File: config.mk
export PLATFORM = sky130hd
export DESIGN_NAME = vga_top
export DESIGN_NICKNAME = d
export VERILOG_FILES = /design/src/vga_pkg.sv /design/src/vga_timing.sv /design/src/vga_regs.sv /design/src/pixel_pattern.sv /design/src/vga_top.sv
export SDC_FILE = /design/constraint.sdc
export NUM_CORES = 1
export LEC_CHECK = 0
export BUFFER_PORTS_ARGS = -buffer_cell sky130_fd_sc_hd__buf_2
export CORE_ASPECT_RATIO = 1.75
export CORE_UTILIZATION = 35
export CTS_CLUSTER_SIZE = 40
export DETAILED_ROUTE_END_ITERATION = 7
export HOLD_SLACK_MARGIN = 0.08
export PLACE_DENSITY_LB_ADDON = 0.12
export SLEW_MARGIN = 0
export SYNTH_ARGS = -nofsm -noshare
export SYNTH_HDL_FRONTEND = slang
export SYNTH_HIERARCHICAL = 1
export SYNTH_SLANG_ARGS = --single-unit
File: constraint.sdc
create_clock -name clk -period 9.59 [get_ports clk]
set_clock_uncertainty 0.05 [all_clocks]
set_input_delay 1.918 -clock clk [delete_from_list [all_inputs] [get_ports clk]]
set_output_delay 1.918 -clock clk [all_outputs]
set_load 0.1 [all_outputs]
File: src/vga_pkg.sv
`default_nettype none

package vga_pkg;

    localparam int coord_w = 10;

    // horizontal timing in pixel clocks
    localparam logic [coord_w-1:0] h_active = 640;
    localparam logic [coord_w-1:0] h_front  = 16;
    localparam logic [coord_w-1:0] h_pulse  = 96;
    localparam logic [coord_w-1:0] h_back   = 48;
    localparam logic [coord_w-1:0] h_total  = h_active + h_front + h_pulse + h_back;

    // vertical timing in lines
    localparam logic [coord_w-1:0] v_active = 480;
    localparam logic [coord_w-1:0] v_front  = 10;
    localparam logic [coord_w-1:0] v_pulse  = 2;
    localparam logic [coord_w-1:0] v_back   = 33;
    localparam logic [coord_w-1:0] v_total  = v_active + v_front + v_pulse + v_back;

    // apb register offsets
    localparam logic [3:0] addr_ctrl   = 4'h0;
    localparam logic [3:0] addr_color  = 4'h4;
    localparam logic [3:0] addr_status = 4'h8;

    typedef enum logic [1:0] {
        mode_solid   = 2'd0,
        mode_bars    = 2'd1,
        mode_checker = 2'd2,
        mode_border  = 2'd3
    } mode_t;

    localparam logic [coord_w-1:0] bar_width = 80;

    // 32 pixel checker cells
    localparam int cell_bit = 5;

endpackage

`default_nettype wire

File: src/vga_timing.sv
`timescale 1ns/1ns
`default_nettype none

module vga_timing (
    input  wire logic                         clk,
    input  wire logic                         rst,
    output logic      [vga_pkg::coord_w-1:0]  pix_x,
    output logic      [vga_pkg::coord_w-1:0]  pix_y,
    output logic                              active,
    output logic                              hsync,
    output logic                              vsync,
    output logic                              frame_end
);

    // same region order on both axes
    typedef enum logic [1:0] {
        st_active = 2'd0,
        st_front  = 2'd1,
        st_pulse  = 2'd2,
        st_back   = 2'd3
    } region_t;

    region_t h_state;
    region_t v_state;

    logic [vga_pkg::coord_w-1:0] h_cnt;
    logic [vga_pkg::coord_w-1:0] v_cnt;
    logic [vga_pkg::coord_w-1:0] h_len;
    logic [vga_pkg::coord_w-1:0] v_len;

    logic h_wrap;
    logic v_wrap;
    logic line_end;

    function automatic region_t next_region(input region_t cur);
        region_t nxt;
        case (cur)
            st_active: nxt = st_front;
            st_front:  nxt = st_pulse;
            st_pulse:  nxt = st_back;
            default:   nxt = st_active;
        endcase
        return nxt;
    endfunction

    // length of the current horizontal region
    always_comb begin
        case (h_state)
            st_active: h_len = vga_pkg::h_active;
            st_front:  h_len = vga_pkg::h_front;
            st_pulse:  h_len = vga_pkg::h_pulse;
            default:   h_len = vga_pkg::h_back;
        endcase
    end

    always_comb begin
        case (v_state)
            st_active: v_len = vga_pkg::v_active;
            st_front:  v_len = vga_pkg::v_front;
            st_pulse:  v_len = vga_pkg::v_pulse;
            default:   v_len = vga_pkg::v_back;
        endcase
    end

    assign h_wrap   = (h_cnt == h_len - 1'b1);
    assign v_wrap   = (v_cnt == v_len - 1'b1);
    assign line_end = (h_state == st_back) && h_wrap; // last pixel clock of the line

    always_ff @(posedge clk or posedge rst) begin
        if (rst) begin
            h_state <= st_active;
            h_cnt   <= '0;
        end else if (h_wrap) begin
            h_state <= next_region(h_state);
            h_cnt   <= '0;
        end else begin
            h_cnt <= h_cnt + 1'b1;
        end
    end

    // vertical machine steps once per line, on its final cycle
    always_ff @(posedge clk or posedge rst) begin
        if (rst) begin
            v_state <= st_active;
            v_cnt   <= '0;
        end else if (line_end) begin
            if (v_wrap) begin
                v_state <= next_region(v_state);
                v_cnt   <= '0;
            end else begin
                v_cnt <= v_cnt + 1'b1;
            end
        end
    end

    assign hsync  = (h_state != st_pulse); // negative polarity
    assign vsync  = (v_state != st_pulse);
    assign active = (h_state == st_active) && (v_state == st_active);

    // last cycle of line 524
    assign frame_end = line_end && (v_state == st_back) && v_wrap;

    always_comb begin
        if (h_state == st_active) begin
            pix_x = h_cnt;
        end else begin
            pix_x = '0;
        end

        if (v_state == st_active) begin
            pix_y = v_cnt;
        end else begin
            pix_y = '0;
        end
    end

endmodule

`default_nettype wire

File: src/vga_regs.sv
`timescale 1ns/1ns
`default_nettype none

module vga_regs (
    input  wire logic                 clk,
    input  wire logic                 rst,
    input  wire logic                 psel,
    input  wire logic                 penable,
    input  wire logic                 pwrite,
    input  wire logic          [3:0]  paddr,
    input  wire logic          [31:0] pwdata,
    output logic               [31:0] prdata,
    output logic                      pready,
    output logic                      pslverr,
    input  wire logic                 frame_end,
    output logic                      enable,
    output vga_pkg::mode_t            mode,
    output logic               [2:0]  fg,
    output logic               [2:0]  bg
);

    logic           access;
    logic           wr_ctrl;
    logic           wr_color;
    logic           addr_ok;

    // staged copies, visible to software
    logic           stg_enable;
    vga_pkg::mode_t stg_mode;
    logic [2:0]     stg_fg;
    logic [2:0]     stg_bg;

    logic [15:0]    frame_cnt;

    assign access   = psel && penable;
    assign wr_ctrl  = access && pwrite && (paddr == vga_pkg::addr_ctrl);
    assign wr_color = access && pwrite && (paddr == vga_pkg::addr_color);

    assign addr_ok = (paddr == vga_pkg::addr_ctrl) ||
                     (paddr == vga_pkg::addr_color) ||
                     (paddr == vga_pkg::addr_status);

    assign pready  = 1'b1; // never waits
    assign pslverr = access && (!addr_ok || (pwrite && paddr == vga_pkg::addr_status));

    always_ff @(posedge clk or posedge rst) begin
        if (rst) begin
            stg_enable <= 1'b0;
            stg_mode   <= vga_pkg::mode_solid;
            stg_fg     <= '0;
            stg_bg     <= '0;
        end else begin
            if (wr_ctrl) begin
                stg_enable <= pwdata[0];
                stg_mode   <= vga_pkg::mode_t'(pwdata[2:1]);
            end
            if (wr_color) begin
                stg_fg <= pwdata[2:0];
                stg_bg <= pwdata[5:3];
            end
        end
    end

    // live settings switch only between frames
    always_ff @(posedge clk or posedge rst) begin
        if (rst) begin
            enable    <= 1'b0;
            mode      <= vga_pkg::mode_solid;
            fg        <= '0;
            bg        <= '0;
            frame_cnt <= '0;
        end else if (frame_end) begin
            enable    <= stg_enable;
            mode      <= stg_mode;
            fg        <= stg_fg;
            bg        <= stg_bg;
            frame_cnt <= frame_cnt + 1'b1; // wraps
        end
    end

    always_comb begin
        prdata = '0;
        if (access && !pwrite) begin
            case (paddr)
                vga_pkg::addr_ctrl:   prdata = {29'd0, stg_mode, stg_enable};
                vga_pkg::addr_color:  prdata = {26'd0, stg_bg, stg_fg};
                vga_pkg::addr_status: prdata = {16'd0, frame_cnt};
                default:              prdata = '0;
            endcase
        end
    end

endmodule

`default_nettype wire

File: src/pixel_pattern.sv
`timescale 1ns/1ns
`default_nettype none

module pixel_pattern (
    input  wire logic      [vga_pkg::coord_w-1:0]  pix_x,
    input  wire logic      [vga_pkg::coord_w-1:0]  pix_y,
    input  wire logic                              enable,
    input  wire vga_pkg::mode_t                    mode,
    input  wire logic      [2:0]                   fg,
    input  wire logic      [2:0]                   bg,
    output logic           [2:0]                   rgb_raw
);

    logic [2:0]                  bar_idx;
    logic [vga_pkg::coord_w-1:0] bar_thr;
    logic                        on_edge;
    logic                        cell_odd;

    // bar index by comparing against 80, 160 .. 560
    always_comb begin
        bar_idx = '0;
        bar_thr = vga_pkg::bar_width;
        for (int i = 1; i < 8; i++) begin
            if (pix_x >= bar_thr) begin
                bar_idx = bar_idx + 1'b1;
            end
            bar_thr = bar_thr + vga_pkg::bar_width;
        end
    end

    assign cell_odd = pix_x[vga_pkg::cell_bit] ^ pix_y[vga_pkg::cell_bit];

    // outermost row and column of the visible area
    assign on_edge = (pix_x == '0) ||
                     (pix_x == vga_pkg::h_active - 1'b1) ||
                     (pix_y == '0) ||
                     (pix_y == vga_pkg::v_active - 1'b1);

    always_comb begin
        if (!enable) begin
            rgb_raw = 3'd0;
        end else begin
            case (mode)
                vga_pkg::mode_solid: begin
                    rgb_raw = fg;
                end
                vga_pkg::mode_bars: begin
                    rgb_raw = 3'd7 - bar_idx; // white at the left
                end
                vga_pkg::mode_checker: begin
                    rgb_raw = cell_odd ? fg : bg;
                end
                default: begin
                    rgb_raw = on_edge ? fg : bg;
                end
            endcase
        end
    end

endmodule

`default_nettype wire

File: src/vga_top.sv
`timescale 1ns/1ns
`default_nettype none

module vga_top (
    input  wire logic                         clk,
    input  wire logic                         rst,
    input  wire logic                         psel,
    input  wire logic                         penable,
    input  wire logic                         pwrite,
    input  wire logic [3:0]                   paddr,
    input  wire logic [31:0]                  pwdata,
    output logic      [31:0]                  prdata,
    output logic                              pready,
    output logic                              pslverr,
    output logic                              hsync,
    output logic                              vsync,
    output logic                              red,
    output logic                              green,
    output logic                              blue,
    output logic      [vga_pkg::coord_w-1:0]  pix_x,
    output logic      [vga_pkg::coord_w-1:0]  pix_y
);

    logic           active;
    logic           frame_end;
    logic           enable;
    vga_pkg::mode_t mode;
    logic [2:0]     fg;
    logic [2:0]     bg;
    logic [2:0]     rgb_raw;

    vga_timing u_timing (
        .clk       (clk),
        .rst       (rst),
        .pix_x     (pix_x),
        .pix_y     (pix_y),
        .active    (active),
        .hsync     (hsync),
        .vsync     (vsync),
        .frame_end (frame_end)
    );

    vga_regs u_regs (
        .clk       (clk),
        .rst       (rst),
        .psel      (psel),
        .penable   (penable),
        .pwrite    (pwrite),
        .paddr     (paddr),
        .pwdata    (pwdata),
        .prdata    (prdata),
        .pready    (pready),
        .pslverr   (pslverr),
        .frame_end (frame_end),
        .enable    (enable),
        .mode      (mode),
        .fg        (fg),
        .bg        (bg)
    );

    pixel_pattern u_pattern (
        .pix_x   (pix_x),
        .pix_y   (pix_y),
        .enable  (enable),
        .mode    (mode),
        .fg      (fg),
        .bg      (bg),
        .rgb_raw (rgb_raw)
    );

    // black outside the visible area
    assign red   = active & rgb_raw[2];
    assign green = active & rgb_raw[1];
    assign blue  = active & rgb_raw[0];

endmodule

`default_nettype wire

==> impl_metrics.yaml, run 1 <==
yosys:
  ys_seq_area_share_pct: 34.3
  ys_ff_latch: 58
  syn_avg_cell_area_um2: 9.72
  yosysUniqueCellTypes: 70
  ys_warn_count: 6
  syn_inst: 435
  synth_area_um2: 4230
  synth-async-reset-ratio_pct: 100
  synth_edf_count: 0
  synth_ff_type: "dfrtp_1"
timing:
  timing.fmax_ghz: 0.128
  tns_ns: 0
  slew-limit-headroom_pct: 16.6
  final_max_slew_viol_count: 0
  tightest_slew_ns: 1.25
  finalCritPeriodShare_pct: 81.6
  fin_crit_ns: 7.83
  setup_viol: 0
  finalHoldViolCount: 0
  rsz0062_at_grt: "false"
worst_hold_path:
  hp-class: "register to register"
  hp-start: "u_regs/frame_cnt[6]"
floorplanning:
  core_area_um2: 11600
  ios: 100
  rows: 52
  die_y_um: 147
  start_util_pct: 36.3
  die_x_um: 85.1
  die_area_um2: 12500
setup_path:
  endpoint_kind: "output pin"
  path_class: "register to output pin"
  path_delay_family: "adder cells"
  arrival_ns: 5.86
  crit_path_frequent_cell: "ha_1"
  crit_required_ns: 7.62
  r2r-start: "u_timing/v_state[0]"
  crit_slowest_cell: "and2_1"
  worst-path-buf-inv: 3
  path_cells: "inv_1 -> ha_1 -> and2_1 -> o21ai_0 -> nand2_1 -> inv_1 -> ha_1 -> xnor2_1 -> ha_1 -> xnor3_1 -> o2bb2ai_1 -> a21o_2 -> ha_1 -> nor2b_1 -> a21o_1 -> ha_1 -> nand2_1 -> nor2_1 -> xnor2_1 -> xnor3_1 -> a221oi_1 -> a211oi_1 -> and2_1 -> buf_2"
  worstSetupStartpoint: "u_timing/h_state[0]"
  cp-start-kind: "register"
  cpPeakStageDelay_ns: 0.49
  cp_max_fo: 16
route:
  dr_total_vias: 3262
  drt_first_pass_iters: 4
  drtIter0Drc: 121
  wl_um: 9630
  route.detailed.drc: 0
  ant_nets: 0
  via_per_inst: 5.20
  wl_per_cell_um: 15.4
clock_network:
  htreeDepth: 3
  cts_tree: "built"
  cts_num_sinks: 58
  post-cts-setup-buffers: 0
  clock_latency_ns: 0.33
  clk_path_buf_depth: 2
  postCtsHoldBufs: 0
  cts_inserted_buffers: 9
  clkTransAtPathRegs_ns: 0.06
  cts.repair.resized: 0
  ctsRootBufferMaster: "clkbuf_16"
power_and_ir_drop:
  leakagePower_nw: 2.34
  cellPowerDensity_nw_per_um2: 141
  max-vdd-ir-drop_mv: 0.137
  p_total_mw: 0.688
placement:
  placed_area_um2: 4520
  io_buffers: 56
  hpwlAfterDp_um: 7160
  gp_congestion: 0.753
global_routing:
  gr-total-overflow: 0
  grt_pass1_wl_um: 16400
  grt_max_degree: 35
  grt_usage_pct: 16.6
  antenna_found_initial: 0
  grt_pass1_vias: 3355
final_layout:
  diodes: 0
  nFillCells: 1177
  nets: 552
  areaGrowthSynthToFinish_pct: 15.4
  final_area_um2: 4880
  drive_gt1_share_pct: 23.4
flow_run:
  cap_violations: 0
outcome:
  status: "complete, no violations"
-- final timing paths --
kind / endpoint / slack, ns / cells past startpoint
worst max register to register: u_regs/frame_cnt[10] / 5.28 / 13
worst min-delay path: u_regs/frame_cnt[6] / 0.45 / 1
worst max-delay path: red / 1.76 / 24
min in group asynchronous: u_regs/frame_cnt[12] / 1.67 / 3
worst min register to register: u_regs/frame_cnt[6] / 0.45 / 1
max in group asynchronous: u_timing/v_cnt[3] / 7.10 / 2
-- worst register-to-register path: cells and delay by family, from the launching register on --
| family | cells | cell delay, ns |
|---|---|---|
| simple gates | 7 | 1.85 |
| compound gates | 1 | 0.63 |
| buf+inv | 2 | 0.36 |
| fa+ha+maj | 2 | 0.75 |
| flops | 1 | 0.42 |
| xor+xnor | 1 | 0.14 |
-- through the flow --
step	utilization, %	hold WS [ns]	std cells	worst slack, ns
after CTS	41.9	0.444	627	1.69
after global routing	41.9	0.464	627	1.30
final	41.9	0.446	627	1.76
after detailed placement	38.8	0.429	611	2.07
after floorplan	-	0.388	450	1.54
after global placement	38.8	0.418	611	2.12
-- area by class of cell --
class | instances | area, µm² | area share (%)
clock buffers | 10 | 239 | 4.90
multi-input cells | 342 | 2540 | 52.1
inverters | 18 | 67.6 | 1.39
clock inverters | 6 | 114 | 2.33
repair buffers | 58 | 295 | 6.05
well taps | 135 | 169 | 3.46
flip-flops and latches | 58 | 1450 | 29.8
-- layer usage --
metal  track usage [%]  wire length [µm]  vias to the layer above
met5                 0                 0                        -
met3              3.46               367                        8
met1              19.4              4100                     1581
li1                  -                 -                     1598
met2              29.8              5050                       75
met4              5.68               102                        0
-- report_power, final --
group | total, mW | switching, mW | leakage (nW) | internal (mW)
combinational | 0.0541 | 0.0429 | 1.38 | 0.0112
clock | 0.380 | 0.119 | 0.165 | 0.261
sequential | 0.254 | 0.00426 | 0.790 | 0.250
-- logic make-up (layout without fill, tap and decap cells) --
logic type | after synthesis | in the layout | synth area share (%)
XOR/XNOR | 39 | 39 | 9.09
other | 2 | 17 | 0.178
AO/OA/AOI/OAI | 73 | 73 | 12.4
buffers and inverters | 50 | 92 | 6.90
multiplexers | 28 | 28 | 7.84
flip-flops | 58 | 58 | 34.3
AND/OR/NAND/NOR | 161 | 161 | 22.2
adder cells (fa/ha/maj) | 24 | 24 | 7.10
-- cell usage after synthesis, types with 3 or more instances --
master,instances,area (µm²)
dfrtp_1,58,1450
nor2_1,35,131
and2_1,34,213
xnor2_1,25,219
ha_1,24,300
nand2_1,21,78.8
o21ai_0,21,105
buf_4,18,135
inv_1,18,67.6
a21oi_1,16,80.1
nand3_1,16,80.1
mux2_2,13,146
xor2_1,11,96.3
mux2i_1,8,80.1
nand4_1,8,50.1
mux2_4,7,105
nand2b_1,7,43.8
nor2b_1,7,43.8
o31ai_1,6,45.0
clkbuf_1,5,18.8
a21o_1,4,30.0
buf_2,4,20.0
buf_6,4,45.0
nor3_1,4,20.0
nor4_1,4,25.0
a22oi_1,3,22.5
and3_1,3,18.8
or4_1,3,22.5
-- state kept, by name, summed over array words and instances (netlist names) --
name / count
u_regs/mode: 2
u_regs/stg_bg: 3
u_regs/stg_fg: 3
u_regs/bg: 3
u_regs/stg_enable: 1
u_regs/stg_mode: 2
u_regs/frame_cnt: 16
u_timing/h_state: 2
u_timing/h_cnt: 10
u_timing/v_cnt: 10
u_regs/enable: 1
u_regs/fg: 3
u_timing/v_state: 2
-- layout by cell type (no fill, tap or decap), types with 6 or more instances in the layout --
cell type | synthesis | layout
conb_1 | 2 | 17
xnor2_1 | 25 | 25
nor2_1 | 35 | 35
clkbuf_16 | 0 | 9
and2_1 | 34 | 34
mux2_4 | 7 | 7
nor2b_1 | 7 | 7
inv_1 | 18 | 18
ha_1 | 24 | 24
nand2_1 | 21 | 21
mux2_2 | 13 | 13
buf_2 | 4 | 56
nand2b_1 | 7 | 7
nand4_1 | 8 | 8
xor2_1 | 11 | 11
nand3_1 | 16 | 16
o31ai_1 | 6 | 6
dfrtp_1 | 58 | 58
a21oi_1 | 16 | 16
mux2i_1 | 8 | 8
o21ai_0 | 21 | 21
Power figures use the tool's default switching activity.
==> run 2, diff against run 1 <==
- clock period: 9.59 -> 7.5 ns (I/O delays scaled with it)
==> run 2 against run 1 <==
Global-route usage decreased by 0.93 points. Combinational power increased by 27%. Worst setup slack got worse by 1.3 ns. Clock-buffer cell count increased by 2. Register-to-register slack got worse by 2.1 ns. Non-clock buffer count increased by 2. Sequential share of layout area increased by 0.34 points. Hold slack got worse by 0.022 ns. Critical path depth unchanged. Clock power decreased by 2%. Die area unchanged. Largest power group unchanged.
==> impl_metrics.yaml, run 2 (same netlist as run 1, synthesis figures left out) <==
setup_path:
  path_delay_family: "adder cells"
  crit_slowest_cell: "xnor3_1"
  cpPeakStageDelay_ns: 0.42
  path_depth: 24
  crit_required_ns: 5.95
  worst-path-buf-inv: 3
  cp_max_fo: 11
  crit_path_frequent_cell: "ha_1"
  endpoint_kind: "output pin"
  path_cells: "inv_1 -> ha_2 -> and2_2 -> o21ai_0 -> nand2_1 -> inv_1 -> ha_1 -> xnor2_1 -> ha_1 -> xnor3_1 -> o2bb2ai_1 -> a21o_2 -> ha_1 -> nor2b_1 -> a21o_1 -> ha_1 -> nand2_1 -> nor2_1 -> xnor2_1 -> xnor3_1 -> a221oi_1 -> a211oi_1 -> and2_1 -> buf_2"
  ff2ff_path_depth: 13
  cp-start-kind: "register"
  arrival_ns: 5.52
  path_class: "register to output pin"
final_layout:
  top_register: "u_regs/frame_cnt"
  diodes: 0
  layout_commonest_cell: "dfrtp_1"
  nets: 554
  mostFrequentLayoutCells: "58 x dfrtp_1, 56 x buf_2, 35 x nor2_1, 28 x and2_1, 25 x xnor2_1"
  areaGrowthSynthToFinish_pct: 14.1
  drive_gt1_share_pct: 24.7
  largest_reg_flops: 16
  top_regs: "u_regs/frame_cnt (16), u_timing/h_cnt (10), u_timing/v_cnt (10)"
worst_hold_path:
  hp-class: "register to register"
  hold_depth: 1
power_and_ir_drop:
  p_sw_mw: 0.193
  sw_frac_of_total_pct: 25.3
  internal_power_mw: 0.572
  leakagePower_nw: 2.33
  cellPowerDensity_nw_per_um2: 159
  p_clk_share_pct: 48.5
  p_seq_share_pct: 42.5
  max-vdd-ir-drop_mv: 0.108
  power.share.combinational_pct: 9.0
placement:
  gp_congestion: 0.767
  io_buffers: 56
  dpl_worst_slack_ns: 0.556
  hpwlAfterDp_um: 7170
route:
  ant_nets: 0
  drt_first_pass_iters: 4
  route.detailed.drc: 0
  wl_um: 9330
  drtIter0Drc: 104
  wl_per_cell_um: 14.9
  dr_total_vias: 3193
  via_per_inst: 5.08
clock_network:
  cts_tree: "built"
  cts_num_sinks: 58
  clk_path_buf_depth: 2
  htreeDepth: 3
  clock_latency_ns: 0.33
  clkTransAtPathRegs_ns: 0.05
  ctsRootBufferMaster: "clkbuf_16"
  cts_inserted_buffers: 9
  post-cts-setup-buffers: 0
  postCtsHoldBufs: 0
timing:
  final_max_slew_viol_count: 0
  tightest_slew_ns: 0.966
  tns_ns: 0
  setup_ws_ns: 0.427
  finalHoldViolCount: 0
  slew-limit-headroom_pct: 35.5
  timing.fmax_ghz: 0.141
  finalCritPeriodShare_pct: 94.3
  fin_crit_ns: 7.07
  rsz0062_at_grt: "false"
  setup_viol: 0
floorplanning:
  start_util_pct: 36.3
  die_x_um: 85.1
  core_area_um2: 11600
  die_area_um2: 12500
  die_y_um: 147
  rows: 52
  ios: 100
global_routing:
  grt_pass1_wl_um: 15500
  antenna_found_initial: 0
  gr-total-overflow: 0
  grt_usage_pct: 15.7
  grt_max_degree: 35
  grt_pass1_vias: 3204
flow_run:
  cap_violations: 0
outcome:
  status: "complete, no violations"
-- run 2: cell types whose count changed in the layout (fill, tap and decap cells not counted), sizes merged --
cell,change
clkinv,+2
clkbuf,+2
bufinv,-3
clkinvlp,-2
buf,+2
-- run 2: power by group through the flow --
stage                     Clock (mW)  Sequential (mW)  Combinational, mW
after floorplan                    0            0.328             0.0672
after global placement             0            0.330             0.0692
after detailed placement           0            0.330             0.0694
after CTS                      0.383            0.325             0.0695
after global routing           0.397            0.326             0.0731
final                          0.371            0.325             0.0687
-- run 2: layout make-up --
type	instances	area, µm²
clock buffers	12	256
clock inverters	3	15.0
fillers	1190	6820
inverters	18	67.6
multi-input cells	342	2550
flip-flops and latches	58	1450
well taps	135	169
repair buffers	60	310
-- run 2: worst paths after layout --
path                                       from                    to  slack, ns
setup / recovery            u_timing/h_state[0]                   red       0.43
hold / removal             u_regs/frame_cnt[15]  u_regs/frame_cnt[15]       0.42
setup reg to reg            u_timing/v_state[0]  u_regs/frame_cnt[10]       3.23
hold reg to reg            u_regs/frame_cnt[15]  u_regs/frame_cnt[15]       0.42
max in group asynchronous                   rst     u_timing/v_cnt[1]       5.43
min in group asynchronous                   rst      u_regs/stg_bg[0]       1.25
-- run 2: what timing repair did --
action,in CTS,in global routing
endpoints found under the hold margin,0,0
setup endpoints to repair,0,1
resized for setup,0,3
-- run 2: stage by stage --
stage | cells | cell area, µm² | power [mW] | utilization (%) | hold slack, ns
after detailed placement | 613 | 4550 | 0.400 | 39.0 | 0.423
after floorplan | 450 | 4290 | 0.396 | - | 0.388
after global routing | 628 | 4820 | 0.796 | 41.4 | 0.465
after global placement | 613 | 4550 | 0.399 | 39.0 | 0.416
after CTS | 628 | 4820 | 0.778 | 41.4 | 0.436
final | 628 | 4820 | 0.765 | 41.4 | 0.424
-- run 2: metal layers --
metal | share of wire [%] | up-vias | GRT usage [%]
met4 | 1.3 | 0 | 5.51
met3 | 4.6 | 8 | 3.63
met2 | 53 | 74 | 28.8
met5 | 0 | - | 0
li1 | - | 1594 | -
met1 | 41 | 1517 | 17.4
